--- config.mk ---
export PLATFORM = sky130hd
export DESIGN_NAME = symbolTimer
export DESIGN_NICKNAME = d
export VERILOG_FILES = /design/src/design/symbolTimer.sv
export SDC_FILE = /design/constraint.sdc
export NUM_CORES = 1
export LEC_CHECK = 0
export ABC_CLOCK_PERIOD_IN_PS = 2000
export CORE_AREA = 4 4 41 43
export DETAILED_ROUTE_END_ITERATION = 16
export DIE_AREA = 0 0 45 47
export DONT_BUFFER_PORTS = 1
export SKIP_LAST_GASP = 1
export SYNTH_ARGS = -nofsm -noshare
export SYNTH_HDL_FRONTEND = slang
export SYNTH_SLANG_ARGS = --single-unit
--- constraint.sdc ---
create_clock -name clk -period 2 [get_ports clk]
set_input_delay 0.6 -clock clk [delete_from_list [all_inputs] [get_ports clk]]
set_output_delay 0.6 -clock clk [all_outputs]
set_load 0.01 [all_outputs]
--- src/design/symbolTimer.sv ---
// symbol timer, free-running sample-request and symbol strobes from the symbol period
`timescale 1ns/1ps
`default_nettype none

module symbolTimer #(
   parameter int SYM_PERIOD = 12
) (
   input  wire logic clk,
   input  wire logic reset,
   output logic      sampleReq,
   output logic      symStrobe
);

   localparam int HALF  = SYM_PERIOD / 2;   // clocks per sample
   localparam int CNT_W = $clog2(HALF);

   logic [CNT_W-1:0] cnt;
   logic             phase;   // high when the next reload is a symbol

   if (SYM_PERIOD < 10 || (SYM_PERIOD % 2) != 0) begin : gPeriodCheck
      $error("symbolTimer: SYM_PERIOD must be even and at least 10");
   end

   // --------------------------------------
   // down-counter, reload marks a sample
   // --------------------------------------
   always_ff @(posedge clk) begin
      if (reset) begin
         cnt       <= CNT_W'(HALF - 1);
         phase     <= 1'b0;
         sampleReq <= 1'b0;
         symStrobe <= 1'b0;
      end else if (cnt == '0) begin
         cnt       <= CNT_W'(HALF - 1);
         sampleReq <= 1'b1;
         symStrobe <= phase;   // every second sample
         phase     <= ~phase;
      end else begin
         cnt       <= cnt - 1'b1;
         sampleReq <= 1'b0;
         symStrobe <= 1'b0;
      end
   end

   // symbol rides on a sample, the next sample is half a period on, the next symbol a period
   assert property (@(posedge clk) disable iff (reset)
      symStrobe |-> sampleReq ##HALF (sampleReq && !symStrobe) ##HALF symStrobe)
      else $error("symbolTimer: strobe spacing broken");

endmodule

`default_nettype wire

==> results.md <==
* Total gr overflow at 0
* Met2 WL post-DR at 138 um
* Vias at 155
* Register bit total from synthesis at 6
* Area contributors post-synth: dfxtp_1 (54%), ha_1 (11%), nand2b_1 (5.6%)
* Pin count of the biggest net entering global routing at 7
* ANT cells at 0
* Final Skew at 1.218 ps
* Fin. Hold Viols at 0
* R2R Setup Slk at 800 ps
* Worst-Skew Late Latency at 240 ps
* Total Power at 0.2627 mW
* Pin slew with the least headroom to its limit at 223.5 ps
* Seq/Total Area, Yosys at 0.5424
* Arrival time at the worst endpoint at 1360 ps
* Slew headroom at 0.8496
* Syn Inst Count at 22
* Final Slew Violations at 0
* HPWL after detailed placement at 260 um
* FP Rows at 13
* GRT Total Usage at 0.04988
* Syn Area/Cell at 10.07 um2
* Core area at 1301 um2
* Starting Density at 0.1702
* Iteration-0 DRC Markers at 0
* I/O Buffers at 0
* CTS tree: done
* Place WS at 770.6 ps
* RSZ-0062 raised after global routing: no
* Met1 WL at 174 um
* Crit path launch type: flop
* CTS sink count at 6
* Critical Path Start: cnt[0]
* Syn Std Cell Area at 221.5 um2
* Synth unique cells at 12
* Drt first pass iters at 1
* Drt drc at 0
* Hold buffer count at cts at 0
* Hold Worst Slack at 401.0 ps
* Top routing layer used: met3
* FMAX at 833.9 MHz
* Reg2Reg Depth at 4
* Syn-to-layout area delta at 18.64%
* WL final at 367 um
* Reg-to-reg startpoint: cnt[0]
* Worst R2R End: phase
* Number of buffers created by CTS at 3
* Setup TNS at 0 ps
* Layout cells sized above 1 at 0.1200
* Leakage at 0.1115 nW
* Worst-path clk slew at 40 ps
* Yosys warning count at 0
* H-tree depth at 1
* Worst Hold Class: reg -> reg
* Commonest non-fill, non-tap cells in the layout: dfxtp_1 (6), inv_1 (3), clkbuf_4 (3)
* Placed instance area at 240.2 um2
* PD cells at 999.9 nW/um2
* Die width at 45 um
* Final Setup Violations at 0
* Post-route ant nets at 0
* CP max FO at 4
* Die area at 2115 um2
* Vias in the first global route at 166
* Initial antenna violation count at 0
* Final nets at 31
* Synth Net Count at 26
* Area leader, netlist: dfxtp_1
* Met3 wire length at 54 um
* Maximum vdd drop at 333.7 uV
* Post-CTS Setup Bufs at 0
* Final Wtd Congestion at 0.6721
* Min Tclk post-route at 1199 ps
* Req. time, crit path at 2160 ps
* Wirelength per Cell at 9.175 um
* Die height at 47 um
* Status: completed
* Resize count post-CTS at 0
* # IOs at 4
* Nature of the critical path endpoint: flop
* Final Instance Area at 262.8 um2
* Commonest non-fill, non-tap cell in the layout: dfxtp_1
* Vias per cell at 3.875
* Clock Tree Buf Depth at 2
* CP endpoint: phase
* Fin crit share at 0.5996
* CTS root buffer: clkbuf_4
* Synth top area share at 0.5424
* CP Class: reg -> reg
* Max-Cap Viols at 0
* Fin worst setup slack at 800.8 ps
* First-pass GRT wire length at 662 um
## worst max-delay path, stage by stage (launching register included)
cell	delay, ps
dfxtp_1	310
inv_1	70
ha_1	200
or4b_1	450
o21ai_0	90
## per-layer routing
| metal | vias up | track usage |
|---|---|---|
| met1 | 63 | 0.04577 |
| met3 | 0 | 0.06513 |
| met4 | 0 | 0.01754 |
| met5 | - | 0 |
| met2 | 6 | 0.06497 |
| li1 | 86 | - |
## worst min path at each step
stage                         to   start  slack [ps]  cells past startpoint
final                     cnt[0]  cnt[0]         400                      1
after global routing      cnt[0]  cnt[0]         400                      1
after CTS                 cnt[0]  cnt[0]         400                      1
after detailed placement  cnt[0]  cnt[0]         390                      1
after global placement    cnt[0]  cnt[0]         380                      1
after floorplan           cnt[0]  cnt[0]         370                      1
## registers in the layout (all words and copies together) (netlist names)
name	count
phase	1
cnt	3
symStrobe	1
sampleReq	1
## cells by family after synthesis
family | Yosys count | share of synthesized area
flip-flops | 6 | 0.5424
AND/OR/NAND/NOR | 9 | 0.2429
buffers and inverters | 3 | 0.05084
adder cells (fa/ha/maj) | 2 | 0.1130
AO/OA/AOI/OAI | 2 | 0.05084
## cells in the mapped netlist (all sizes together)
cell and count:
nand3 1, o21ai 1, and2b 1, nor4 1
ha 2, a31oi 1, dfxtp 6, or4b 1
inv 3, nor3 1, nand2b 2, nor2 2
## stage by stage
stage | util | instances
final | 0.2019 | 40
after global routing | 0.2019 | 40
after CTS | 0.2019 | 40
after detailed placement | 0.1846 | 37
after global placement | 0.1846 | 37
after floorplan | - | 22
## layout make-up
cell class | instances | area [um2]
fillers | 154 | 1039
flip-flops and latches | 6 | 120.1
multi-input cells | 13 | 90.09
clock buffers | 3 | 22.52
well taps | 15 | 18.77
inverters | 3 | 11.26
## power breakdown
group	switching, mW	internal, mW
Sequential	0.00536	0.129
Clock	0.0386	0.0675
Combinational	0.0110	0.0107
Note: power is estimated with default switching activity, not from simulation.
