**config.mk**
```make
export PLATFORM = sky130hd
export DESIGN_NAME = sampleWindow
export DESIGN_NICKNAME = d
export VERILOG_FILES = /design/src/design/demodTypesPkg.sv /design/src/design/sampleWindow.sv
export SDC_FILE = /design/constraint.sdc
export NUM_CORES = 1
export LEC_CHECK = 0
export BUFFER_PORTS_ARGS = -buffer_cell sky130_fd_sc_hd__buf_2
export CAP_MARGIN = 20
export CELL_PAD_IN_SITES_DETAIL_PLACEMENT = 1
export CELL_PAD_IN_SITES_GLOBAL_PLACEMENT = 1
export CORE_AREA = 2 2 164 166
export DETAILED_ROUTE_END_ITERATION = 16
export DIE_AREA = 0 0 166 168
export GPL_TIMING_DRIVEN = 0
export PLACE_DENSITY_LB_ADDON = 0.1
export SLEW_MARGIN = 20
export SYNTH_ARGS = -nofsm -noshare
export SYNTH_HDL_FRONTEND = slang
export SYNTH_SLANG_ARGS = --single-unit
```
**constraint.sdc**
```tcl
create_clock -name clk -period 1.27 [get_ports clk]
set_clock_uncertainty 0.1 [all_clocks]
set_input_delay 0.254 -clock clk [delete_from_list [all_inputs] [get_ports clk]]
set_output_delay 0.254 -clock clk [all_outputs]
set_load 0.1 [all_outputs]
```
**src/design/demodTypesPkg.sv**
```systemverilog
// demod data types, sample to result widths and tap count for the matched filter
`default_nettype none

package demodTypesPkg;

   // --------------------------------------
   // widths
   // --------------------------------------
   localparam int NUM_TAPS  = 4;
   localparam int SAMPLE_W  = 18;
   localparam int COEFF_W   = 18;
   localparam int PRODUCT_W = SAMPLE_W + COEFF_W;
   localparam int ACC_W     = PRODUCT_W + $clog2(NUM_TAPS);  // growth over 4 taps
   localparam int RESULT_W  = ACC_W + 1;                     // room for re-re minus im-im

   // --------------------------------------
   // data types
   // --------------------------------------
   typedef logic signed [SAMPLE_W-1:0]  sample_t;    // one I or Q sample
   typedef logic signed [COEFF_W-1:0]   coeff_t;     // one coefficient component
   typedef logic signed [PRODUCT_W-1:0] product_t;
   typedef logic signed [ACC_W-1:0]     acc_t;
   typedef logic signed [RESULT_W-1:0]  mfResult_t;  // full precision output

   // tap number
   typedef logic [$clog2(NUM_TAPS)-1:0] tapIndex_t;

   // modulation index select, up to 4 sets
   typedef logic [1:0] hIndex_t;

endpackage

`default_nettype wire

```
**src/design/sampleWindow.sv**
```systemverilog
// sample window, I/Q delay line with per-symbol snapshot and tap-ordered read mux
`timescale 1ns/1ps
`default_nettype none

module sampleWindow (
   input  wire logic                      clk,
   input  wire logic                      reset,
   input  wire logic                      sampleReq,
   input  wire logic                      symStrobe,
   input  wire demodTypesPkg::sample_t    sampleI,
   input  wire demodTypesPkg::sample_t    sampleQ,
   input  wire demodTypesPkg::tapIndex_t  tapIdx,
   output demodTypesPkg::sample_t         tapI,
   output demodTypesPkg::sample_t         tapQ
);

   import demodTypesPkg::*;

   localparam tapIndex_t OLDEST = tapIndex_t'(NUM_TAPS - 1);

   sample_t   lineI [NUM_TAPS];   // index 0 newest
   sample_t   lineQ [NUM_TAPS];
   sample_t   snapI [NUM_TAPS];   // frozen for one symbol
   sample_t   snapQ [NUM_TAPS];
   tapIndex_t snapSel;

   // --------------------------------------
   // delay line and snapshot
   // --------------------------------------
   always_ff @(posedge clk) begin
      if (reset) begin
         lineI <= '{default: '0};
         lineQ <= '{default: '0};
         snapI <= '{default: '0};
         snapQ <= '{default: '0};
      end else begin
         if (sampleReq) begin
            lineI[0] <= sampleI;
            lineQ[0] <= sampleQ;
            for (int k = 1; k < NUM_TAPS; k++) begin
               lineI[k] <= lineI[k-1];
               lineQ[k] <= lineQ[k-1];
            end
         end
         // old line contents, the sample shifting in now waits for the next symbol
         if (symStrobe) begin
            snapI <= lineI;
            snapQ <= lineQ;
         end
      end
   end

   assign snapSel = OLDEST - tapIdx;   // tap 0 reads the oldest
   assign tapI    = snapI[snapSel];
   assign tapQ    = snapQ[snapSel];

endmodule

`default_nettype wire

```
==> results.md <==
* Total I/O pin count at 78
* Top cells by area in the synthesized netlist: dfxtp_1 (52%), mux2i_1 (26%), nor2_1 (9.8%)
* Mapped Nets at 1014
* Leakage at 6.140 nW
* CTS buffer count at 34
* IO Port Bufs at 72
* Crit. Startpoint: snapQ[16]
* Synthesis-to-layout area growth at 24.62%
* Antenna Cells at 0
* Dpl hpwl at 19100 µm
* Ys flop type: dfxtp_1
* Mapped Cells at 972
* Final setup viols at 36
* Crit end category: output pin
* Area leader, netlist: dfxtp_1
* Synthesized flop and latch total at 288
* Mean post-synth cell area at 11.39 µm²
* Root buffer cell: clkbuf_16
* Max Cap Viol at 0
* DRT iter0 DRCs at 315
* Final std cells w/o fill at 1488
* Placed cells at 1385
* Worst setup path class: register to output pin
* Pre-CTS setup slack at -801.3 ps
* Post-Syn Area at 11070 µm²
* Placed cell area at 11850 µm²
* Via/cell ratio at 5.059
* Area share of the leading cell type in the synthesized netlist at 0.5206
* Yosys cell types at 12
* Reg2reg start: snapI[1]
* WP data arrival at 1550 ps
* Crit path capture: tapQ[16]
* Initial antenna violation count at 0
* Worst setup SP type: register
* Core area at 26350 µm²
* Number of global-route vias before repair at 8048
* Pin count of the biggest net entering global routing at 14
* RSZ-0062 raised after global routing: true
* Routed Antenna Nets at 0
* WL/cell at 19.71 µm
* Chip Height at 168 µm
* Die Wd at 166 µm
* CTS tree: built
* Row cnt at 60
* Yosys warnings at 0
* Design Area, Final at 13800 µm²
* Pre-antenna DRT Iters at 4
* Total power at 20.98 mW
* Post-route DRC at 0
* Max Clock Freq at 524.5 MHz
* Global-route wire length before repair at 46320 µm
* R2R Path End: snapI[1]
* Top cells by count, synth: dfxtp_1 (288), mux2i_1 (288), nor2_1 (288), mux4_2 (30)
* Fraction of layout cells with a size suffix above 1 at 0.2084
* Fin util at 0.5237
* Sink Count at 288
* Via Count at 7528
* HP Class: input pin to register
* Crit-path max FO at 2
* Worst path required time at 920 ps
* Total GRT Usage at 0.2126
* Full die area at 27890 µm²
* Total grt overflow at 0
* Fin nets at 1164
* GP Congestion at 0.7534
* Tmin final at 1907 ps
* Register-to-Register Setup Slack at 390 ps
* Max-slew violations at 0
* CTS Buffer Depth at 3
* Failing checks: setup timing
* Post-synth EDFFs at 0
* PD cells at 1520 nW/µm²
* Starting density of the core at 0.4203
* Clock Latency Late Sink at 500 ps
* Htree depth at 2
* Total wire length at 29330 µm
* Status: finished with violations
* CTS clk-pin slew, worst paths at 60 ps
* Final worst slack at -636.6 ps
* Layout fillers at 2793
* Final period util at 1.501
* Worst-margin pin slew at 770.5 ps
* Max_slew headroom at 0.4863
* Worst r2r path cells at 3
* Final Hold Fails at 0
* Asr flop ratio synth at 0
* Register area share after synthesis at 0.5206
* Max IR drop VDD at 1.150 mV
==> cell families (layout without fill, tap and decap cells) <==
group / Yosys count / in the layout / share of synthesized area
simple gates: 288 / 288 / 0.09762
buf+inv: 72 / 247 / 0.04621
flops: 288 / 288 / 0.5206
mux: 324 / 324 / 0.3356
==> area by class of cell <==
| cell class | instances | area [µm²] | area share |
|---|---|---|---|
| multi-input combinational | 612 | 4775 | 0.3460 |
| buffer | 72 | 529.3 | 0.03835 |
| sequential | 288 | 5789 | 0.4195 |
| timing repair buffer | 114 | 1125 | 0.08151 |
| clock inverter | 9 | 103.9 | 0.007525 |
| tap | 341 | 426.7 | 0.03092 |
| clock buffer | 52 | 1052 | 0.07625 |
==> sequential cells by signal (all words and copies together), names as in the netlist <==
signal / cells
lineI: 72
lineQ: 72
snapI: 72
snapQ: 72
==> worst min path at each step <==
stage	start	to	slack [ps]	cells after the start
floorplan	sampleI[0]	lineI[54]	300	2
CTS	reset	snapQ[35]	170	3
global route	reset	snapQ[35]	200	3
finish	reset	snapQ[35]	190	3
detailed placement	snapQ[45]	snapQ[45]	380	2
global placement	snapI[36]	snapI[36]	370	2
==> report_power, final <==
group	internal (mW)	switching (mW)	leakage (nW)	total, mW
Clock	6.13	3.79	0.570	9.93
Combinational	0.691	0.958	3.23	1.65
Sequential	9.25	0.154	2.34	9.40
==> worst max-delay path, stage by stage (launching register included) <==
cell and delay (ps):
dfxtp_2 320, mux4_2 530, buf_12 200
==> timing repair <==
action	in CTS	in global routing
hold buffers	36	0
resized for setup	93	33
pin swaps	0	0
setup endpoints to repair	36	46
buffers inserted	4	2
hold endpoints to repair	36	0
==> per-stage QoR <==
stage	hold slack (ps)	TNS, ps
5_1_grt	199.7	-22510
3_5_place_dp	379.0	-81660
2_1_floorplan	301.2	-12710
4_1_cts	172.1	-22000
3_3_place_gp	365.9	-74910
6_report	186.8	-21290
==> cells in the final DEF (no fill, tap or decap), drive strengths merged <==
cell,n
nor2,288
clkbuf,72
dfxtp,288
buf,130
clkinvlp,1
bufinv,2
mux2i,288
clkinv,5
dlygate4sd3,36
inv,1
mux4,36
==> per-layer routing <==
| metal | wire length [µm] | up-vias | share of wire | global-route usage |
|---|---|---|---|---|
| met5 | 0 | - | 0 | 0 |
| li1 | - | 3607 | - | - |
| met3 | 1135 | 33 | 0.039 | 0.03268 |
| met1 | 14100 | 3773 | 0.48 | 0.2952 |
| met4 | 414 | 0 | 0.014 | 0.04310 |
| met2 | 13680 | 115 | 0.47 | 0.3545 |
(Power assumes the default switching activity.)
