--- src/design/demodTypesPkg.sv ---
// demod data types, sample to result widths and tap count for the matched filter
`default_nettype none

package demodTypesPkg;

   // --------------------------------------
   // widths
   // --------------------------------------
   localparam int NUM_TAPS  = 4;
   localparam int SAMPLE_W  = 18;
   localparam int COEFF_W   = 18;
   localparam int PRODUCT_W = SAMPLE_W + COEFF_W;
   localparam int ACC_W     = PRODUCT_W + $clog2(NUM_TAPS);  // growth over 4 taps
   localparam int RESULT_W  = ACC_W + 1;                     // room for re-re minus im-im

   // --------------------------------------
   // data types
   // --------------------------------------
   typedef logic signed [SAMPLE_W-1:0]  sample_t;    // one I or Q sample
   typedef logic signed [COEFF_W-1:0]   coeff_t;     // one coefficient component
   typedef logic signed [PRODUCT_W-1:0] product_t;
   typedef logic signed [ACC_W-1:0]     acc_t;
   typedef logic signed [RESULT_W-1:0]  mfResult_t;  // full precision output

   // tap number
   typedef logic [$clog2(NUM_TAPS)-1:0] tapIndex_t;

   // modulation index select, up to 4 sets
   typedef logic [1:0] hIndex_t;

endpackage

`default_nettype wire

--- src/design/complexMac.sv ---
// complex multiply-accumulate, four registered multipliers, accumulators and result combine
`timescale 1ns/1ps
`default_nettype none

module complexMac (
   input  wire logic                   clk,
   input  wire logic                   reset,
   input  wire demodTypesPkg::sample_t tapI,
   input  wire demodTypesPkg::sample_t tapQ,
   input  wire demodTypesPkg::coeff_t  coefRe,
   input  wire demodTypesPkg::coeff_t  coefIm,
   input  wire logic                   accClear,
   input  wire logic                   accEn,
   input  wire logic                   resultLoad,
   output demodTypesPkg::mfResult_t    mfI,
   output demodTypesPkg::mfResult_t    mfQ,
   output logic                        mfValid
);

   import demodTypesPkg::*;

   localparam int NUM_MAC = 4;

   sample_t  dataOp [NUM_MAC];
   coeff_t   coefOp [NUM_MAC];
   product_t prod   [NUM_MAC];
   acc_t     acc    [NUM_MAC];
   logic     clearD;   // controls lined up with the multiplier stage
   logic     enD;

   // operand pairing
   assign dataOp[0] = tapI;   // re * re
   assign coefOp[0] = coefRe;
   assign dataOp[1] = tapQ;   // im * im
   assign coefOp[1] = coefIm;
   assign dataOp[2] = tapI;   // re * im
   assign coefOp[2] = coefIm;
   assign dataOp[3] = tapQ;   // im * re
   assign coefOp[3] = coefRe;

   // --------------------------------------
   // multipliers and accumulators
   // --------------------------------------
   always_ff @(posedge clk) begin
      for (int m = 0; m < NUM_MAC; m++) begin
         prod[m] <= dataOp[m] * coefOp[m];
         if (clearD) acc[m] <= acc_t'(prod[m]);
         else if (enD) acc[m] <= acc[m] + acc_t'(prod[m]);
      end
   end

   // --------------------------------------
   // control delay and complex combine
   // --------------------------------------
   always_ff @(posedge clk) begin
      if (reset) begin
         clearD  <= 1'b0;
         enD     <= 1'b0;
         mfValid <= 1'b0;
         mfI     <= '0;
         mfQ     <= '0;
      end else begin
         clearD  <= accClear;
         enD     <= accEn;
         mfValid <= resultLoad;   // one cycle after the load edge
         if (resultLoad) begin
            mfI <= mfResult_t'(acc[0]) - mfResult_t'(acc[1]);
            mfQ <= mfResult_t'(acc[2]) + mfResult_t'(acc[3]);
         end
      end
   end

endmodule

`default_nettype wire

--- config.mk ---
export PLATFORM = sky130hd
export DESIGN_NAME = complexMac
export DESIGN_NICKNAME = d
export VERILOG_FILES = /design/src/design/demodTypesPkg.sv /design/src/design/complexMac.sv
export SDC_FILE = /design/constraint.sdc
export NUM_CORES = 2
export LEC_CHECK = 0
export BUFFER_PORTS_ARGS = -buffer_cell sky130_fd_sc_hd__buf_4
export CORE_MARGIN = 4
export CORE_UTILIZATION = 50
export DETAILED_ROUTE_END_ITERATION = 7
export PLACE_DENSITY_LB_ADDON = 0.3
export SLEW_MARGIN = 20
export SYNTH_ARGS = -nofsm -noshare
export SYNTH_HDL_FRONTEND = slang
export SYNTH_SLANG_ARGS = --single-unit
--- constraint.sdc ---
create_clock -name clk -period 7.4 [get_ports clk]
set_input_delay 1.48 -clock clk [delete_from_list [all_inputs] [get_ports clk]]
set_output_delay 1.48 -clock clk [all_outputs]
set_load 0.02 [all_outputs]
==> results list <==
* Root buffer cell: sky130_fd_sc_hd__clkbuf_16
- Ys Warns: 0
- Count of input and output buffers: 155
- In this run, synthesis produced a sequential element count of 377.
- Detailed-route DRC error count: 0
- In this design, the largest share of critical-path delay is due to adder cells.
- The worst pin sits at a relative slew slack of 0.372.
- Ys async rst share: 0
- Most frequent cells in the layout: 1603 x sky130_fd_sc_hd__inv_1, 1318 x sky130_fd_sc_hd__fa_1, 856 x sky130_fd_sc_hd__nand2_1
- Dpl cell area: 78400 sq um
- STA classifies the critical path startpoint as a primary input.
- CTS Buffer Depth: 3
- The floorplan step set the die height to 384 microns.
* Cts-stage hold buffer count: 0
* Finish-stage setup viols: 0
- The most used flip-flop cell after synthesis is sky130_fd_sc_hd__dfxtp_1.
- Buffer and inverter count on the worst path: 7
- Seq/Total Area, Yosys: 0.128
* Number of ports placed on the die boundary: 156
- Overall fraction of global-route tracks in use: 0.268
- The slowest stage of the critical path is the sky130_fd_sc_hd__fa_1 cell.
- The tree built by TritonCTS fans out to 377 sinks.
- After technology mapping, the gate count stands at 7798.
- Summing all non-filler instances in the final layout gives an area of 80200 sq um.
* Hold WS: 0.460 ns
- Outcome: finished, final reports clean
- Measured in cells, the most critical reg-to-reg path has a length of 12.
* Final clock period utilization by the worst path: 0.979
- Transition at the pin with the smallest max-transition slack: 0.942 ns
* Crit path depth: 26
- Counting flops with a built-in enable in the synthesized netlist gives 152.
* Post-route core utilization: 0.573
- The floorplan step defined a core boundary enclosing 140000 sq um.
- Flop2flop setup slack: 3.34 ns
- The worst path needs 7.24 ns of the cycle, external delays included.
- DR iter-0 viols: 3927
- The critical path ends at prod[2][35]$_DFF_P_.
- Achievable frequency: 138 MHz
- Routability-driven placement finished with a final weighted congestion of 0.945.
- Entering global routing, the biggest net connects 108 pins.
- Cell area after synthesis: 70800 sq um
- Average instance area after synthesis: 9.08 sq um
* Layout-stage area growth over the synthesis result: 13.4%
* Mean number of vias per cell: 5.32
- CP required: 7.91 ns
* H-tree lvl count: 2
* Data arrival time of the critical path: 7.75 ns
- For this block, the via count after detailed routing is 54500.
- Number of max-slew violations in the final report: 0
* DP Wirelength: 166000 microns
- Die area: 148000 sq um
- Standard-cell rows: 137
- Kind of end point of the critical path: flop
- After global routing the overflow that remains totals 0.
* Startpoint of the most critical register-to-register path: acc[1][0]$_DFFE_PP_
- Maximum net fanout on the critical path: 10
- Vias in the first global route: 56100
- In this design, the stage delay of the slowest critical-path cell is 0.55 ns.
* Die boundary width: 384 microns
- Worst min-delay path class: reg2reg
- TritonCTS created 48 clock buffers.
* Remaining antenna violation count after routing: 0
* Fraction of layout instances using a drive strength above 1: 0.113
* Starting utilization of the core area: 0.505
- After the last flow step, the layout net total stands at 10300.
- The number of antenna violations at the first check in global routing came to 12.
- Clock latency on the worst-skew pair: 0.68 ns
- Clock transition at the registers of the reported paths: 0.06 ns
- In this design, the critical path's most frequently occurring cell is sky130_fd_sc_hd__fa_1.
* Post-synthesis cell type count: 81
* Max Clock Skew: 0.0568 ns
* TritonCTS clock tree: done
- The first TritonRoute pass finished after 7 iterations.
- The first global-routing pass estimated 311000 microns of wire.
- Critical path class: in2reg
- Fin Setup TNS: 0 ns
- Total nets after synthesis: 9793
- The final number of hold-violating endpoints is 0.
- Total of max-cap violations: 0
- Average wire per standard cell: 19.1 microns
* Total Wirelength: 195000 microns
* Endpoint of the lowest-slack register-to-register path: mfI[30]$_SDFFE_PP0P_
* Critical path origin: tapI[10]
- Leaving out fill and tap cells, the most frequent cell in the layout is sky130_fd_sc_hd__inv_1.
-- layout make-up --
type                       instances  area [sq um]
fill                           12300         59800
multi-input combinational       5495         54600
sequential                       377          9070
timing repair buffer             789          6520
inverter                        1606          6030
tap                             1876          2350
clock buffer                      65          1440
clock inverter                    25           223
antenna                            4          10.0
-- how the worst min path moves through the flow --
stage                               startpoint  slack [ns]  depth (start not counted)                    to
after floorplan            prod[1][25]$_DFF_P_        0.50                          2  acc[1][25]$_DFFE_PP_
after global placement    mfI[26]$_SDFFE_PP0P_        0.44                          2  mfI[26]$_SDFFE_PP0P_
after detailed placement  mfI[24]$_SDFFE_PP0P_        0.45                          2  mfI[24]$_SDFFE_PP0P_
after CTS                 mfQ[35]$_SDFFE_PP0P_        0.46                          2  mfQ[35]$_SDFFE_PP0P_
after global routing       mfQ[4]$_SDFFE_PP0P_        0.48                          2   mfQ[4]$_SDFFE_PP0P_
final                     mfQ[35]$_SDFFE_PP0P_        0.46                          2  mfQ[35]$_SDFFE_PP0P_
-- per-stage QoR --
step,instances,setup slack [ns]
4_1_cts,10200,0.181
6_report,10200,0.157
3_3_place_gp,10100,-0.575
5_1_grt,10200,-0.0427
3_5_place_dp,10100,-0.521
2_1_floorplan,7798,-0.00781
-- routing by layer --
| layer | share of wire | vias to the layer above | global-route usage |
|---|---|---|---|
| met1 | 0.43 | 27300 | 0.374 |
| li1 | - | 25100 | - |
| met3 | 0.072 | 293 | 0.0422 |
| met5 | 0.00019 | - | 0 |
| met4 | 0.038 | 6 | 0.0871 |
| met2 | 0.46 | 1675 | 0.432 |
-- sequential cells by signal, summed over array words and instances (netlist names) --
register,flops
enD,1
mfI,39
clearD,1
prod,144
mfValid,1
acc,152
mfQ,39
-- tightest hold or removal path, cell delays in order, from the launching register on --
cell and delay, ns:
sky130_fd_sc_hd__dfxtp_1 0.33, sky130_fd_sc_hd__nand2_1 0.05, sky130_fd_sc_hd__o21ai_0 0.05
-- cell usage after synthesis (all sizes together) (11+ instances only) --
| cell | number | area share |
|---|---|---|
| o21bai | 37 | 0.0040 |
| nor4 | 11 | 0.00097 |
| xnor2 | 220 | 0.027 |
| clkbuf | 314 | 0.017 |
| a21oi | 278 | 0.020 |
| mux2i | 45 | 0.0064 |
| nand4 | 18 | 0.0016 |
| nor3 | 50 | 0.0035 |
| or2 | 11 | 0.00097 |
| fa | 1322 | 0.37 |
| a21o | 137 | 0.015 |
| nand2 | 857 | 0.045 |
| xor2 | 116 | 0.014 |
| o31a | 11 | 0.0014 |
| ha | 596 | 0.11 |
| a221o | 12 | 0.0017 |
| o31ai | 19 | 0.0020 |
| a31oi | 31 | 0.0031 |
| a211oi | 40 | 0.0043 |
| inv | 1606 | 0.085 |
| dfxtp | 225 | 0.064 |
| and3 | 23 | 0.0020 |
| nand3 | 54 | 0.0038 |
| and4 | 12 | 0.0015 |
| o21a | 48 | 0.0051 |
| nand2b | 65 | 0.0057 |
| edfxtp | 152 | 0.064 |
| or3 | 21 | 0.0019 |
| a211o | 11 | 0.0014 |
| nor2b | 38 | 0.0034 |
| o21ai | 287 | 0.020 |
| nor2 | 303 | 0.016 |
| o211ai | 23 | 0.0026 |
| and2 | 668 | 0.059 |
-- cell families (layout without fill, tap and decap cells) --
kind of cell,count (synthesis),after routing,synth area share
adders and majority gates,1918,1918,0.479
and+or+nand+nor,2158,2158,0.149
AOI/OAI and AO/OA,1037,1037,0.0934
muxes,46,46,0.00652
xor gates and xnor gates,336,336,0.0416
DFF,377,377,0.128
other,0,4,0
buffers and inverters,1926,2485,0.102
-- timing repair --
action	4_1_cts	5_1_grt
gates resized for setup	0	36
setup endpoints to repair	0	17
buffers inserted	0	1
Power is left out: the tool's default activity adds up to more than one toggle a clock period on the data nets, which glitch-free logic cannot reach.
