$ cat config.mk
export PLATFORM = sky130hd
export DESIGN_NAME = coeffBank
export DESIGN_NICKNAME = d
export VERILOG_FILES = /design/src/design/demodTypesPkg.sv /design/src/design/mfRegMapPkg.sv /design/src/design/coeffBank.sv
export SDC_FILE = /design/constraint.sdc
export NUM_CORES = 1
export LEC_CHECK = 0
export BUFFER_PORTS_ARGS = -buffer_cell sky130_fd_sc_hd__buf_4
export CAP_MARGIN = 20
export CORE_MARGIN = 10
export CORE_UTILIZATION = 40
export DETAILED_ROUTE_END_ITERATION = 10
export PLACE_DENSITY = 0.61
export SYNTH_ARGS = -nofsm -noshare
export SYNTH_HDL_FRONTEND = slang
export SYNTH_SLANG_ARGS = --single-unit
$ cat constraint.sdc
create_clock -name clk -period 2.8 [get_ports clk]
set_input_delay 0.56 -clock clk [delete_from_list [all_inputs] [get_ports clk]]
set_output_delay 0.56 -clock clk [all_outputs]
set_load 0.005 [all_outputs]
$ cat src/design/demodTypesPkg.sv
// demod data types, sample to result widths and tap count for the matched filter
`default_nettype none

package demodTypesPkg;

   // --------------------------------------
   // widths
   // --------------------------------------
   localparam int NUM_TAPS  = 4;
   localparam int SAMPLE_W  = 18;
   localparam int COEFF_W   = 18;
   localparam int PRODUCT_W = SAMPLE_W + COEFF_W;
   localparam int ACC_W     = PRODUCT_W + $clog2(NUM_TAPS);  // growth over 4 taps
   localparam int RESULT_W  = ACC_W + 1;                     // room for re-re minus im-im

   // --------------------------------------
   // data types
   // --------------------------------------
   typedef logic signed [SAMPLE_W-1:0]  sample_t;    // one I or Q sample
   typedef logic signed [COEFF_W-1:0]   coeff_t;     // one coefficient component
   typedef logic signed [PRODUCT_W-1:0] product_t;
   typedef logic signed [ACC_W-1:0]     acc_t;
   typedef logic signed [RESULT_W-1:0]  mfResult_t;  // full precision output

   // tap number
   typedef logic [$clog2(NUM_TAPS)-1:0] tapIndex_t;

   // modulation index select, up to 4 sets
   typedef logic [1:0] hIndex_t;

endpackage

`default_nettype wire

$ cat src/design/mfRegMapPkg.sv
// wishbone register map of the coefficient bank, bus widths and address fields
`default_nettype none

package mfRegMapPkg;

   localparam int WB_ADDR_W = 5;   // word address
   localparam int WB_DATA_W = 32;

   typedef logic [WB_ADDR_W-1:0] wbAddr_t;
   typedef logic [WB_DATA_W-1:0] wbData_t;

   // --------------------------------------
   // address fields
   // --------------------------------------
   localparam int SET_HI = 4;   // coefficient set
   localparam int SET_LO = 3;
   localparam int TAP_HI = 2;   // tap within the set
   localparam int TAP_LO = 1;
   localparam int IM_BIT = 0;   // 0 real, 1 imaginary

   // word address of one coefficient component
   function automatic wbAddr_t coefAddr(input logic [1:0] set,
                                        input logic [1:0] tap,
                                        input logic im);
      return {set, tap, im};
   endfunction

endpackage

`default_nettype wire

$ cat src/design/coeffBank.sv
// coefficient bank, wishbone classic slave with per-symbol set latch and tap read mux
`timescale 1ns/1ps
`default_nettype none

module coeffBank #(
   parameter int NUM_H = 3
) (
   input  wire logic                     clk,
   input  wire logic                     reset,
   input  wire logic                     cyc,
   input  wire logic                     stb,
   input  wire logic                     we,
   input  wire mfRegMapPkg::wbAddr_t     adr,
   input  wire mfRegMapPkg::wbData_t     datIn,
   input  wire demodTypesPkg::hIndex_t   hSel,
   input  wire logic                     symStrobe,
   input  wire demodTypesPkg::tapIndex_t tapIdx,
   output mfRegMapPkg::wbData_t          datOut,
   output logic                          ack,
   output demodTypesPkg::coeff_t         coefRe,
   output demodTypesPkg::coeff_t         coefIm
);

   import demodTypesPkg::*;
   import mfRegMapPkg::*;

   coeff_t    bankRe [NUM_H][NUM_TAPS];
   coeff_t    bankIm [NUM_H][NUM_TAPS];
   hIndex_t   adrSet;
   tapIndex_t adrTap;
   logic      adrIm;
   logic      mapped;
   logic      request;   // new cycle, not yet acknowledged
   coeff_t    rdVal;
   hIndex_t   hCur;      // set in use for this symbol

   // --------------------------------------
   // bus decode
   // --------------------------------------
   assign adrSet  = adr[SET_HI:SET_LO];
   assign adrTap  = adr[TAP_HI:TAP_LO];
   assign adrIm   = adr[IM_BIT];
   assign mapped  = int'(adrSet) < NUM_H;
   assign request = cyc && stb && !ack;

   always_comb begin
      rdVal = '0;   // unmapped sets read zero
      if (mapped) rdVal = adrIm ? bankIm[adrSet][adrTap] : bankRe[adrSet][adrTap];
   end

   always_ff @(posedge clk) begin
      if (reset) begin
         ack    <= 1'b0;
         datOut <= '0;
         hCur   <= '0;
      end else begin
         ack <= request;
         if (request) datOut <= wbData_t'(rdVal);   // sign-extended
         if (symStrobe) hCur <= hSel;
      end
   end

   // coefficient storage
   always_ff @(posedge clk) begin
      if (request && we && mapped) begin
         if (adrIm) bankIm[adrSet][adrTap] <= coeff_t'(datIn);
         else bankRe[adrSet][adrTap] <= coeff_t'(datIn);
      end
   end

   // --------------------------------------
   // tap read mux
   // --------------------------------------
   always_comb begin
      coefRe = '0;
      coefIm = '0;
      if (int'(hCur) < NUM_H) begin
         coefRe = bankRe[hCur][tapIdx];
         coefIm = bankIm[hCur][tapIdx];
      end
   end

   // master drops stb within the ack cycle, so one request gives one ack
   assert property (@(posedge clk) disable iff (reset)
      ack |-> !stb)
      else $error("coeffBank: stb still high at the end of the ack cycle");

endmodule

`default_nettype wire

==> impl_metrics.tcl <==
set metrics [dict create \
    status "finished, violations left" \
    failed_checks "negative setup slack" \
    grt_max_degree 56 \
    viasPerCell 5.955 \
    clkTransAtPathRegs_ns 0.06 \
    cts_max_path_buffers 3 \
    cp.required_ns 2.24 \
    crit_fanout 5 \
    first_pass_iters 5 \
    cts_tree "done" \
    synthDistinctLibCells 44 \
    switching_share 0.2269 \
    n_fill_cell 4576 \
    initial_core_util 0.4035 \
    num_antenna_cells 0 \
    ys_warn_count 0 \
    htree_levels 2 \
    grt_overflow 0 \
    route.detailed.drc 0 \
    grt_use_total 0.1951 \
    multi_input_area_um2 7893 \
    yosys_most_used_dff "edfxtp_1" \
    reg2reg_from "ack" \
    period_needed_ns 2.863 \
    nets 1611 \
    finalMaxSlewViolations 0 \
    fin_crit_sh 1.023 \
    numCtsBuffers 49 \
    pwr-share-clk 0.407 \
    drt-total-wl_um 63660 \
    end_kind "output pin" \
    via_count 13672 \
    path_class "reg -> out" \
    power_density_nw_per_um2 581.7 \
    portBuffers 101 \
    clk_latency_ns 0.58 \
    crit_chain "buf_12 > buf_12 > buf_16 > mux4_2 > o21ai_2 > o22ai_2 > buf_4" \
    combPwrFrac 0.098 \
    grt_pass1_vias 13624 \
    synth_edf_count 432 \
    ctsHoldBuffers 0 \
    placementRows 85 \
    coreArea_um2 53810 \
    p_seq_frac 0.496 \
    syn_inst 1404 \
    p_leak_nw 9.008 \
    crit_arrival_ns 2.30 \
    slowest_delay_ns 0.51 \
    finalClockSkew_ns 0.01601 \
    tightest_slew_ns 0.5345 \
    avgRoutedWirePerCell_um 27.73 \
    synth-async-reset-ratio 0 \
    antenna_found_initial 2 \
    ir_worst_vdd_mv 0.4064 \
    fmax_mhz 349.3 \
    area_delta_synth_final_pct 19.87 \
    hold_violations 0 \
    grt_pass1_wl_um 91880 \
    rsz0062_at_grt "true" \
    layout-drive-gt1-share 0.3156 \
    slowest_stage "mux4_2" \
    min_path_type "in -> reg" \
    place.gp.congestion 0.8194 \
    cts_sinks 455 \
    drtIter0Drc 1202 \
    clockRootBuffer "clkbuf_16" \
    syn_area_um2 21710 \
    dieArea_um2 64000 \
    syn_nets 1451 \
    dieHeight_um 253.0 \
    seq_area_frac_synth 0.6186 \
    place_ws_ns 0.2537 \
    drv_cap 0 \
    synth_seq_cells 455 \
    switchingPower_mw 3.435 \
    finalPower_mw 15.14 \
    ant_nets 0 \
    setup_viol_count_final 15 \
    finalWorstSetupSlack_ns -0.06314 \
    slew_headroom 0.6390 \
    syn_avg_cell_area_um2 15.47 \
    die_x_um 253.0 \
    p_int_mw 11.70 \
    place.detailed.hpwl_um 38850 \
    seq_area_um2 13440 \
    critPathLaunchType "register" \
    hold_start "reset" \
    cpMostUsedCell "buf_12" \
    pin_count 116 \
]
==> metal layers <==
metal	GRT usage	part of all wire	wire, µm	up-vias
met5	0	0.00042	27	-
met4	0.07037	0.030	1941	4
met3	0.03588	0.078	4939	117
met2	0.3200	0.48	30550	548
met1	0.2549	0.41	26200	7028
li1	-	-	-	5975
==> registers in the layout (all words and copies together), names as in the netlist, named ones only <==
register and cells:
datOut 18, ack 1, bankIm 216, bankRe 216
hCur 2
==> final cells by class <==
class,count,area share
sequential,455,0.5164
timing repair buffer,234,0.08912
tap,696,0.03346
multi-input combinational,824,0.3032
clock buffer,69,0.05230
clock inverter,18,0.005528
==> kinds of logic after synthesis <==
family                 count (synthesis)  share of synthesized area
muxes                                334                     0.2127
buffers and inverters                125                    0.03146
DFF                                  455                     0.6186
AOI/OAI and AO/OA                    240                    0.07779
and+or+nand+nor                      250                    0.05941
==> final timing paths <==
kind	cells after the start	to	slack (ns)
worst max-delay path	7	coefRe[16]	-0.06
worst min-delay path	2	ack	0.22
worst max register to register	5	bankRe[1][4]	0.67
worst min register to register	2	datOut[11]	0.52
==> placed cells by master (no fill, tap or decap), types with 16 or more instances in the layout <==
cell	n
mux4_2	99
dfxtp_1	21
and2_1	20
o21ai_1	24
nor2_2	25
o21ai_2	39
buf_12	35
o32a_1	16
edfxtp_1	432
nor3_1	22
mux2i_1	218
o22ai_1	34
nand2_1	78
o32ai_1	28
buf_4	184
a2bb2oi_1	16
o21ai_0	17
nor2b_1	63
clkbuf_16	50
==> metrics by stage <==
step           instance area [µm²]  hold WS, ns  setup TNS, ns  utilization  cells
6_report                     26030       0.2238        -0.4396       0.4837   2296
5_1_grt                      26030       0.2035         -2.842       0.4837   2296
4_1_cts                      25870       0.1839         -1.896       0.4807   2295
3_5_place_dp                 23910       0.5027              0       0.4444   2186
3_3_place_gp                 23910       0.5025              0       0.4444   2186
2_1_floorplan                21710       0.4671         -4.680            -   1404
==> worst max-delay path: cells and delay by family, from the launching register on <==
family,cells,cell delay [ns]
flip-flops,1,0.38
AO/OA/AOI/OAI,2,0.24
buffers and inverters,4,0.58
multiplexers,1,0.51
==> Yosys cell counts, types with 3 or more instances <==
| cell | n | share of area |
|---|---|---|
| mux2i_1 | 218 | 0.10 |
| nand3b_1 | 3 | 0.0010 |
| clkbuf_1 | 50 | 0.0086 |
| buf_1 | 3 | 0.00052 |
| buf_6 | 9 | 0.0047 |
| and2_1 | 20 | 0.0058 |
| nand3_1 | 9 | 0.0021 |
| a21boi_0 | 8 | 0.0028 |
| o211ai_1 | 10 | 0.0035 |
| nand2b_1 | 4 | 0.0012 |
| o31a_1 | 8 | 0.0032 |
| o32a_1 | 16 | 0.0074 |
| edfxtp_1 | 432 | 0.60 |
| mux2_2 | 15 | 0.0078 |
| o41ai_1 | 10 | 0.0040 |
| a32oi_1 | 8 | 0.0032 |
| dfxtp_1 | 23 | 0.021 |
| nand2_1 | 79 | 0.014 |
| nor2_1 | 29 | 0.0050 |
| buf_2 | 36 | 0.0083 |
| nor2b_1 | 63 | 0.018 |
| mux4_2 | 99 | 0.10 |
| a2bb2oi_1 | 16 | 0.0065 |
| o22ai_1 | 46 | 0.013 |
| nor3b_1 | 9 | 0.0031 |
| a221o_1 | 8 | 0.0037 |
| nor3_1 | 22 | 0.0051 |
| o21ai_0 | 80 | 0.018 |
| o32ai_1 | 28 | 0.011 |
| buf_4 | 27 | 0.0093 |
==> power groups by stage <==
stage          Sequential (mW)  Clock (mW)  Combinational [mW]
6_report                  7.50        6.16                1.48
2_1_floorplan             7.64           0               0.753
3_3_place_gp              7.65           0                1.33
3_5_place_dp              7.65           0                1.34
4_1_cts                   7.51        6.27                1.45
5_1_grt                   7.50        6.56                1.57
==> timing repair <==
action,CTS,global route
resized for setup,83,48
setup buffers,19,1
cloned,3,1
endpoints found under the hold margin,0,0
pin swaps,7,4
endpoints found under the setup margin,34,36
(Power assumes the default switching activity.)
