--- src/design/demodTypesPkg.sv ---
// demod data types, sample to result widths and tap count for the matched filter
`default_nettype none

package demodTypesPkg;

   // --------------------------------------
   // widths
   // --------------------------------------
   localparam int NUM_TAPS  = 4;
   localparam int SAMPLE_W  = 18;
   localparam int COEFF_W   = 18;
   localparam int PRODUCT_W = SAMPLE_W + COEFF_W;
   localparam int ACC_W     = PRODUCT_W + $clog2(NUM_TAPS);  // growth over 4 taps
   localparam int RESULT_W  = ACC_W + 1;                     // room for re-re minus im-im

   // --------------------------------------
   // data types
   // --------------------------------------
   typedef logic signed [SAMPLE_W-1:0]  sample_t;    // one I or Q sample
   typedef logic signed [COEFF_W-1:0]   coeff_t;     // one coefficient component
   typedef logic signed [PRODUCT_W-1:0] product_t;
   typedef logic signed [ACC_W-1:0]     acc_t;
   typedef logic signed [RESULT_W-1:0]  mfResult_t;  // full precision output

   // tap number
   typedef logic [$clog2(NUM_TAPS)-1:0] tapIndex_t;

   // modulation index select, up to 4 sets
   typedef logic [1:0] hIndex_t;

endpackage

`default_nettype wire

--- src/design/mfSequencer.sv ---
// matched filter sequencer, steps the taps and times accumulate and result load
`timescale 1ns/1ps
`default_nettype none

module mfSequencer (
   input  wire logic                clk,
   input  wire logic                reset,
   input  wire logic                symStrobe,
   output demodTypesPkg::tapIndex_t tapIdx,
   output logic                     accClear,
   output logic                     accEn,
   output logic                     resultLoad
);

   import demodTypesPkg::*;

   typedef enum logic [1:0] {
      IDLE,    // wait for the symbol
      TAPS,    // present taps 0 to 3
      DRAIN,   // last product still in the multiplier stage
      LOAD     // sums complete
   } seqState_t;

   localparam tapIndex_t LAST_TAP = tapIndex_t'(NUM_TAPS - 1);

   seqState_t state;

   // --------------------------------------
   // state and tap counter
   // --------------------------------------
   always_ff @(posedge clk) begin
      if (reset) begin
         state  <= IDLE;
         tapIdx <= '0;
      end else begin
         case (state)
            IDLE: begin
               if (symStrobe) begin
                  state  <= TAPS;
                  tapIdx <= '0;   // oldest sample first
               end
            end
            TAPS: begin
               if (tapIdx == LAST_TAP) state <= DRAIN;
               else tapIdx <= tapIdx + 1'b1;
            end
            DRAIN:   state <= LOAD;
            LOAD:    state <= IDLE;
            default: state <= IDLE;
         endcase
      end
   end

   assign accClear   = (state == TAPS) && (tapIdx == '0);   // first product loads
   assign accEn      = (state == TAPS) && (tapIdx != '0);
   assign resultLoad = (state == LOAD);

   // clear alone, three adds, one drain cycle, then the load
   assert property (@(posedge clk) disable iff (reset)
      accClear |-> !accEn ##1 accEn [*3] ##1 (!accEn && !accClear) ##1 resultLoad)
      else $error("mfSequencer: accumulate schedule broken");

endmodule

`default_nettype wire

--- config.mk ---
export PLATFORM = sky130hd
export DESIGN_NAME = mfSequencer
export DESIGN_NICKNAME = d
export VERILOG_FILES = /design/src/design/demodTypesPkg.sv /design/src/design/mfSequencer.sv
export SDC_FILE = /design/constraint.sdc
export NUM_CORES = 1
export LEC_CHECK = 0
export BUFFER_PORTS_ARGS = -buffer_cell sky130_fd_sc_hd__buf_2
export CORE_AREA = 2 2 39 41
export CTS_BUF_LIST = sky130_fd_sc_hd__clkbuf_8
export CTS_CLUSTER_SIZE = 28
export DETAILED_ROUTE_END_ITERATION = 8
export DIE_AREA = 0 0 41 43
export HOLD_SLACK_MARGIN = 0.12
export REMOVE_ABC_BUFFERS = 1
export SLEW_MARGIN = 20
export SYNTH_ARGS = -nofsm -noshare
export SYNTH_HDL_FRONTEND = slang
export SYNTH_SLANG_ARGS = --single-unit
--- constraint.sdc ---
create_clock -name clk -period 1.7 [get_ports clk]
set_input_delay 0.34 -clock clk [delete_from_list [all_inputs] [get_ports clk]]
set_output_delay 0.34 -clock clk [all_outputs]
set_load 0.005 [all_outputs]
==> impl_metrics.toml, run 1 <==
[route]
drt_first_pass_iters = 4
ant_nets = 0
via_per_inst = 4.54
via_count = 286
wire_per_inst_um = 9.78
wl_um = 616
initialDrtViolationCount = 13
drc_errors = 0

[setup_path]
cp.required_ns = 1.36
regToRegSetupSlack_ns = 0.28
cp.depth = 4
critPathBufInv = 2
path_cells = "inv_1, ha_1, nor2b_1, buf_2"
cpPeakStageDelay_ns = 0.36
crit_slowest_cell = "dfxtp_1"
endpoint = "accEn"
endpoint_kind = "output port"
worst_r2r_path_depth = 5
crit_family = "flip-flops"
critPathMaxFanout = 5
arrival_ns = 1.18
startpoint = "state[1]"
start_kind = "flop"
critical_path_class = "flop to output port"
rr_startpoint = "state[0]"
r2r_end = "tapIdx[0]"

[cells_and_area]
diodes = 0
area_growth_pct = 28.9
fin_nets = 60
layout-drive-gt1-share_pct = 23.4
fin_util_pct = 31.0
final_area_um2 = 429

[clock_tree]
clk_pin_slew_ns = 0.03
postCtsHoldBufs = 0
cts.htree.levels = 1
clockBufferDepth = 2
cts.sinks = 4
postCtsSetupBuffers = 0
clk_latency_ns = 0.21
cts_tree = "done"
root_buffer = "clkbuf_8"
cts_buffers = 3
cts_resized = 0

[sta]
setup_violations = 0
fin_skew_ns = 0.00116
relSlewSlack_pct = 82.1
whs_ns = 0.321
max_freq_mhz = 658
finalHoldViolCount = 0
worst_pin_slew_ns = 0.268
layout_worst_path_cycle_share_pct = 89.4
slew_viol_final = 0
fin_crit_ns = 1.52
rsz0062_at_grt = "no"
fin_tns_setup_ns = 0

[yosys]
post-synth-top-area-fraction_pct = 30.1
ys_seq_elements = 4
synth_warnings = 0
synth.distinct_cells = 17
postSynthCellCount = 37
ys_seq_area_share_pct = 24.1
syn_area_um2 = 333
synth_top_cell_by_area = "ha_1"
ys.flop_type = "dfxtp_1"
synthTopCellsByCount = "8 x ha_1, 5 x inv_1, 4 x dfxtp_1"
avgSynthCellArea_um2 = 9.00
yosysMostFrequentCell = "ha_1"
synth-async-reset-ratio_pct = 0
synth_enable_flop_cells = 0
netlist_top_cells_area = "ha_1 30%, dfxtp_1 24%, inv_1 5.6%"

[floorplanning]
rows = 14
start_util_pct = 24.1
die_x_um = 41
core_region_area_um2 = 1380
floorplan.die_area_um2 = 1760
die_h_um = 43
pin_count = 8

[global_route]
grt_pass1_vias = 279
track_usage_pct = 9.54
antenna_found_initial = 0
grt_max_degree = 7
grt_pass1_wl_mm = 1.10
grt-ovfl-total = 0

[status]
status = "complete, no violations"

[power]
p_total_uw = 694
p_per_area_nw_per_um2 = 1620
power_leakage_nw = 0.209
max-vdd-ir-drop_mv = 0.557

[placement]
dpl_cell_area_um2 = 388
dp_hpwl_um = 492
finalWeightedCongestion = 0.679
port_buffers = 7

[flow_run]
cap_violations = 0

[min_path]
min_path_type = "primary input to flop"
final cells by class:
class	instances	area [µm²]
Multi-Input combinational cell	28	234
Tap cell	16	20.0
Timing Repair Buffer	7	35.0
Sequential cell	4	80.1
Fill cell	146	955
Inverter	5	18.8
Clock buffer	3	41.3
report_power, final:
part | leakage [nW] | total, mW | internal (mW) | switching (mW)
Combinational | 0.154 | 0.336 | 0.155 | 0.181
Clock | 0.0216 | 0.191 | 0.150 | 0.0412
Sequential | 0.0327 | 0.166 | 0.128 | 0.0384
placed cells by master, fill, tap and decap left out, types with 2 or more instances in the layout:
| master | n |
|---|---|
| inv_1 | 5 |
| o311ai_1 | 2 |
| ha_1 | 8 |
| o41ai_1 | 2 |
| buf_2 | 7 |
| dfxtp_1 | 4 |
| clkbuf_8 | 3 |
| a21oi_1 | 2 |
| and2_1 | 2 |
| nand3_1 | 3 |
state kept, by name, summed over array words and instances (netlist names):
register,cells
tapIdx,2
state,2
cell families (layout without fill, tap and decap cells):
logic type	count (synthesis)	count (layout)	synth area share [%]
AOI/OAI and AO/OA	7	7	15.0
adders and majority gates	8	8	30.1
buffers and inverters	5	15	5.64
DFF	4	4	24.1
and+or+nand+nor	13	13	25.2
metrics by stage:
stage / instances / setup WS (ns)
floorplan: 37 / 0.415
global placement: 60 / 0.301
detailed placement: 60 / 0.294
CTS: 63 / 0.172
global route: 63 / 0.111
finish: 63 / 0.181
how the worst min path moves through the flow:
stage / end / cells after the start / from
final: state[1] / 2 / reset
after global routing: state[1] / 2 / reset
after CTS: state[1] / 2 / reset
after detailed placement: tapIdx[0] / 2 / tapIdx[0]
after global placement: tapIdx[0] / 2 / tapIdx[0]
after floorplan: state[1] / 1 / reset
worst register-to-register path, cell delays in order, from the launching register on:
cell	delay, ns
dfxtp_1	0.41
inv_1	0.11
ha_1	0.23
nor2b_4	0.15
o311ai_1	0.28
o41ai_1	0.11
metal layers:
| metal | track usage [%] | share of wire (%) | up-vias |
|---|---|---|---|
| met5 | 0 | 0 | - |
| met2 | 14.4 | 49 | 8 |
| met1 | 9.97 | 45 | 129 |
| met3 | 6.28 | 5.7 | 0 |
| met4 | 4.00 | 0 | 0 |
| li1 | - | - | 149 |
(Power assumes the default switching activity.)
==> inputs of run 2 (changes only) <==
Clock period 1.7 ns to 1.32 ns, I/O delays scaled along.
==> run 2 against run 1 <==
Against the previous run: the run now ends with negative setup slack left; total power rose by 93%; clock skew shrank 0.0011 ns; core utilization up 14 points; design area increased by 44%; critical path depth unchanged; worst setup slack worse by 0.19 ns; sequential cell count unchanged; largest power group unchanged.
==> impl_metrics.toml, run 2 (synthesized netlist as in run 1, its figures left out) <==
[status]
status = "finished, violations left"
violations = "negative setup slack"

[setup_path]
path_cells = "buf_6, ha_4, nor2b_4, buf_2"
crit_slowest_cell = "dfxtp_4"
start_kind = "flop"
regToRegSetupSlack_ns = 0.05
critical_path_class = "flop to output port"
cpPeakStageDelay_ns = 0.35
critPathBufInv = 2
critPathMaxFanout = 4
crit_family = "flip-flops"
arrival_ns = 1.07
cp.required_ns = 1.06
endpoint_kind = "output port"

[route]
drt_first_pass_iters = 2
initialDrtViolationCount = 2
ant_nets = 0
wire_per_inst_um = 12.1
via_per_inst = 4.85
wl_um = 857
via_count = 344
drc_errors = 0

[cells_and_area]
layout_common_cells = "7 x buf_4, 6 x buf_2"
area_growth_pct = 85.3
largestRegisters = "state (2), tapIdx (2)"
diodes = 0
fin_nets = 68
final_common_cell = "buf_4"
layout-drive-gt1-share_pct = 70.9

[floorplanning]
pin_count = 8
die_h_um = 43
core_region_area_um2 = 1380
rows = 14
die_x_um = 41
floorplan.die_area_um2 = 1760
start_util_pct = 24.1

[sta]
max_freq_mhz = 752
finalHoldViolCount = 0
slew_viol_final = 0
layout_worst_path_cycle_share_pct = 101
fin_crit_ns = 1.33
fin_tns_setup_ns = -0.00984
setup_violations = 1
worst_pin_slew_ns = 0.353
relSlewSlack_pct = 76.4
fin_ws_ns = -0.00984
rsz0062_at_grt = "yes"
fin_skew_ns = 0.0000558

[clock_tree]
root_buffer = "clkbuf_8"
cts.htree.levels = 1
cts_tree = "done"
cts.sinks = 4
cts_buffers = 3
clk_latency_ns = 0.21
clk_pin_slew_ns = 0.03
clockBufferDepth = 2
postCtsHoldBufs = 0

[power]
pwr-share-seq_pct = 16.9
combPwrFrac_pct = 64.1
power_leakage_nw = 0.270
p_total_mw = 1.34
p_per_area_nw_per_um2 = 2180
max-vdd-ir-drop_mv = 0.783
p_switching_uw = 516
p_sw_share_pct = 38.4
intPower_uw = 827
power_frac_clock_pct = 19.0

[global_route]
grt_max_degree = 7
grt_pass1_vias = 334
track_usage_pct = 11.0
antenna_found_initial = 0
grt_pass1_wl_mm = 1.30
grt-ovfl-total = 0

[flow_run]
cap_violations = 0

[min_path]
min_path_type = "primary input to flop"

[placement]
port_buffers = 7
finalWeightedCongestion = 0.744
dp_hpwl_um = 526
[run 2: worst paths after layout]
check | to | from | depth (start not counted)
setup / recovery | accEn | state[0] | 4
hold / removal | state[1] | reset | 2
setup reg to reg | state[0] | state[0] | 5
hold reg to reg | tapIdx[0] | tapIdx[0] | 3
[run 2: cell type report]
| cell class | instances | area, µm² |
|---|---|---|
| fill | 135 | 767 |
| multi-input combinational | 28 | 342 |
| timing repair buffer | 15 | 105 |
| sequential | 4 | 87.6 |
| clock buffer | 3 | 41.3 |
| inverter | 5 | 21.3 |
| tap | 16 | 20.0 |
[run 2: through the flow]
stage | cell area [µm²] | std cells | hold WS [ns] | util [%] | worst slack, ns
2_1_floorplan | 333 | 37 | 0.333 | - | 0.0352
3_3_place_gp | 410 | 63 | 0.466 | 29.7 | 0.0477
3_5_place_dp | 410 | 63 | 0.472 | 29.7 | 0.0128
4_1_cts | 492 | 68 | 0.248 | 35.5 | 0.000779
5_1_grt | 617 | 71 | 0.242 | 44.6 | -0.0430
6_report | 617 | 71 | 0.250 | 44.6 | -0.00984
[run 2: what timing repair did]
action / CTS / global route
buffers inserted: 2 / 3
endpoints found under the setup margin: 2 / 4
resized for setup: 9 / 22
pin swaps: 1 / 5
[run 2: routing by layer]
layer	part of all wire [%]	track usage, %	up-vias
met1	43	12.5	171
met3	1.9	3.14	0
li1	-	-	169
met4	0	8.00	0
met5	0	0	-
met2	54	16.6	4
[run 2: power groups by stage]
stage	clock (mW)	combinational, mW	sequential (mW)
after global routing	0.264	0.955	0.232
final	0.255	0.860	0.227
after CTS	0.258	0.600	0.203
after floorplan	0	0.324	0.205
after detailed placement	0	0.514	0.196
after global placement	0	0.512	0.194
==> inputs of run 3 (changes only) <==
Clock period 1.32 ns to 1.3 ns, I/O delays scaled along.
==> run 3 against run 2 <==
Against the previous run: the flow still finishes with violations (negative setup slack); clock skew up 0.00097 ns; register-to-register slack worse by 0.05 ns; global-route usage up 0.20 points; sequential share of layout area up 0.98 points; final cell count unchanged; die area unchanged; core utilization down 4.1 points; total power down 8.9%; critical path type is now flop to flop; highest routed layer unchanged.
==> impl_metrics.toml, run 3 (synthesized netlist as in run 1, its figures left out) <==
[route]
via_per_inst = 4.65
wl_um = 821
drt_first_pass_iters = 4
wire_per_inst_um = 11.6
drc_errors = 0
initialDrtViolationCount = 3
ant_nets = 0
via_count = 330

[sta]
fin_tns_setup_ns = -0.00547
max_freq_mhz = 767
worst_pin_slew_ns = 0.381
relSlewSlack_pct = 74.5
finalHoldViolCount = 0
whs_ns = 0.250
fin_skew_ns = 0.00102
fin_crit_ns = 1.30
setup_violations = 2
slew_viol_final = 0
rsz0062_at_grt = "yes"
fin_ws_ns = -0.00367
layout_worst_path_cycle_share_pct = 100

[placement]
dp_worst_setup_slack_ns = -0.00720
dp_hpwl_um = 526
dpl_cell_area_um2 = 410
port_buffers = 7
finalWeightedCongestion = 0.744

[cells_and_area]
nFillCells = 145
fin_nets = 68
final_area_um2 = 561
layout_common_cells = "7 x buf_2, 7 x buf_4, 4 x ha_1, 4 x dfxtp_2"
layout-drive-gt1-share_pct = 61.8
largestRegisters = "state (2), tapIdx (2)"
area_growth_pct = 68.4
diodes = 0

[setup_path]
cp.required_ns = 1.38
start_kind = "flop"
endpoint_kind = "flop"
worst_r2r_path_depth = 5
critical_path_class = "flop to flop"
arrival_ns = 1.39
regToRegSetupSlack_ns = -0.004
rr_startpoint = "state[0]"
r2r_end = "tapIdx[0]"
critPathMaxFanout = 6

[clock_tree]
cts_tree = "done"
clk_pin_slew_ns = 0.03
root_buffer = "clkbuf_8"
clk_latency_ns = 0.21
clockBufferDepth = 2
cts_buffers = 3
cts.htree.levels = 1
postCtsHoldBufs = 0
cts.sinks = 4

[status]
status = "finished, violations left"
violations = "negative setup slack"

[min_path]
hold_start = "reset"
hold_end = "state[1]"
min_path_cells = 2
min_path_type = "primary input to flop"

[power]
power_leakage_nw = 0.258
max-vdd-ir-drop_mv = 0.752
p_per_area_nw_per_um2 = 2180

[floorplanning]
floorplan.die_area_um2 = 1760
pin_count = 8
rows = 14
die_x_um = 41
core_region_area_um2 = 1380
die_h_um = 43
start_util_pct = 24.1

[flow_run]
cap_violations = 0

[global_route]
track_usage_pct = 11.2
grt_max_degree = 7
antenna_found_initial = 0
grt_pass1_wl_mm = 1.32
grt_pass1_vias = 343
grt-ovfl-total = 0
-- run 3: final cells by class --
class	instances	area, µm²	share of cell area (%)
timing repair buffer	15	98.8	17.6
clock buffer	3	41.3	7.37
inverter	5	21.3	3.79
tap	16	20.0	3.57
multi-input combinational	28	294	52.5
sequential	4	85.1	15.2
-- run 3: worst max-delay path: stages, from the launching register on --
cell and delay (ns):
dfxtp_2 0.34, inv_1 0.06, ha_2 0.19, nor2b_4 0.15, o311ai_2 0.32, o41ai_2 0.12
-- run 3: repair_timing --
item | CTS | global route
gates cloned | 0 | 0
pin swaps | 1 | 2
buffers inserted | 2 | 3
gates resized for setup | 11 | 9
endpoints found under the setup margin | 4 | 4
-- run 3: report_power, final --
group          leakage, nW  internal, mW  switching (mW)  total [mW]
logic                0.202         0.395           0.352       0.748
registers           0.0344         0.177          0.0409       0.218
clock network       0.0216         0.197          0.0607       0.258
total                0.258         0.769           0.454        1.22
-- run 3: worst max-delay path by stage --
stage / from / cells past startpoint / to
6_report: state[0] / 5 / tapIdx[0]
5_1_grt: state[0] / 5 / tapIdx[0]
4_1_cts: state[0] / 4 / accEn
3_5_place_dp: state[0] / 5 / state[0]
3_3_place_gp: state[1] / 5 / tapIdx[1]
2_1_floorplan: state[0] / 5 / tapIdx[0]
-- run 3: stage by stage --
stage,utilization [%],cells,total power [mW]
2_1_floorplan,-,37,0.537
3_3_place_gp,29.7,63,0.717
3_5_place_dp,29.7,63,0.721
4_1_cts,35.8,68,1.09
5_1_grt,40.5,71,1.34
6_report,40.5,71,1.22
-- run 3: per-layer routing --
metal	routed length, µm	global-route usage (%)	vias to the layer above
met3	25	3.14	0
li1	-	-	167
met5	0	0	-
met1	325	12.5	155
met2	470	17.2	8
met4	0	8.00	0
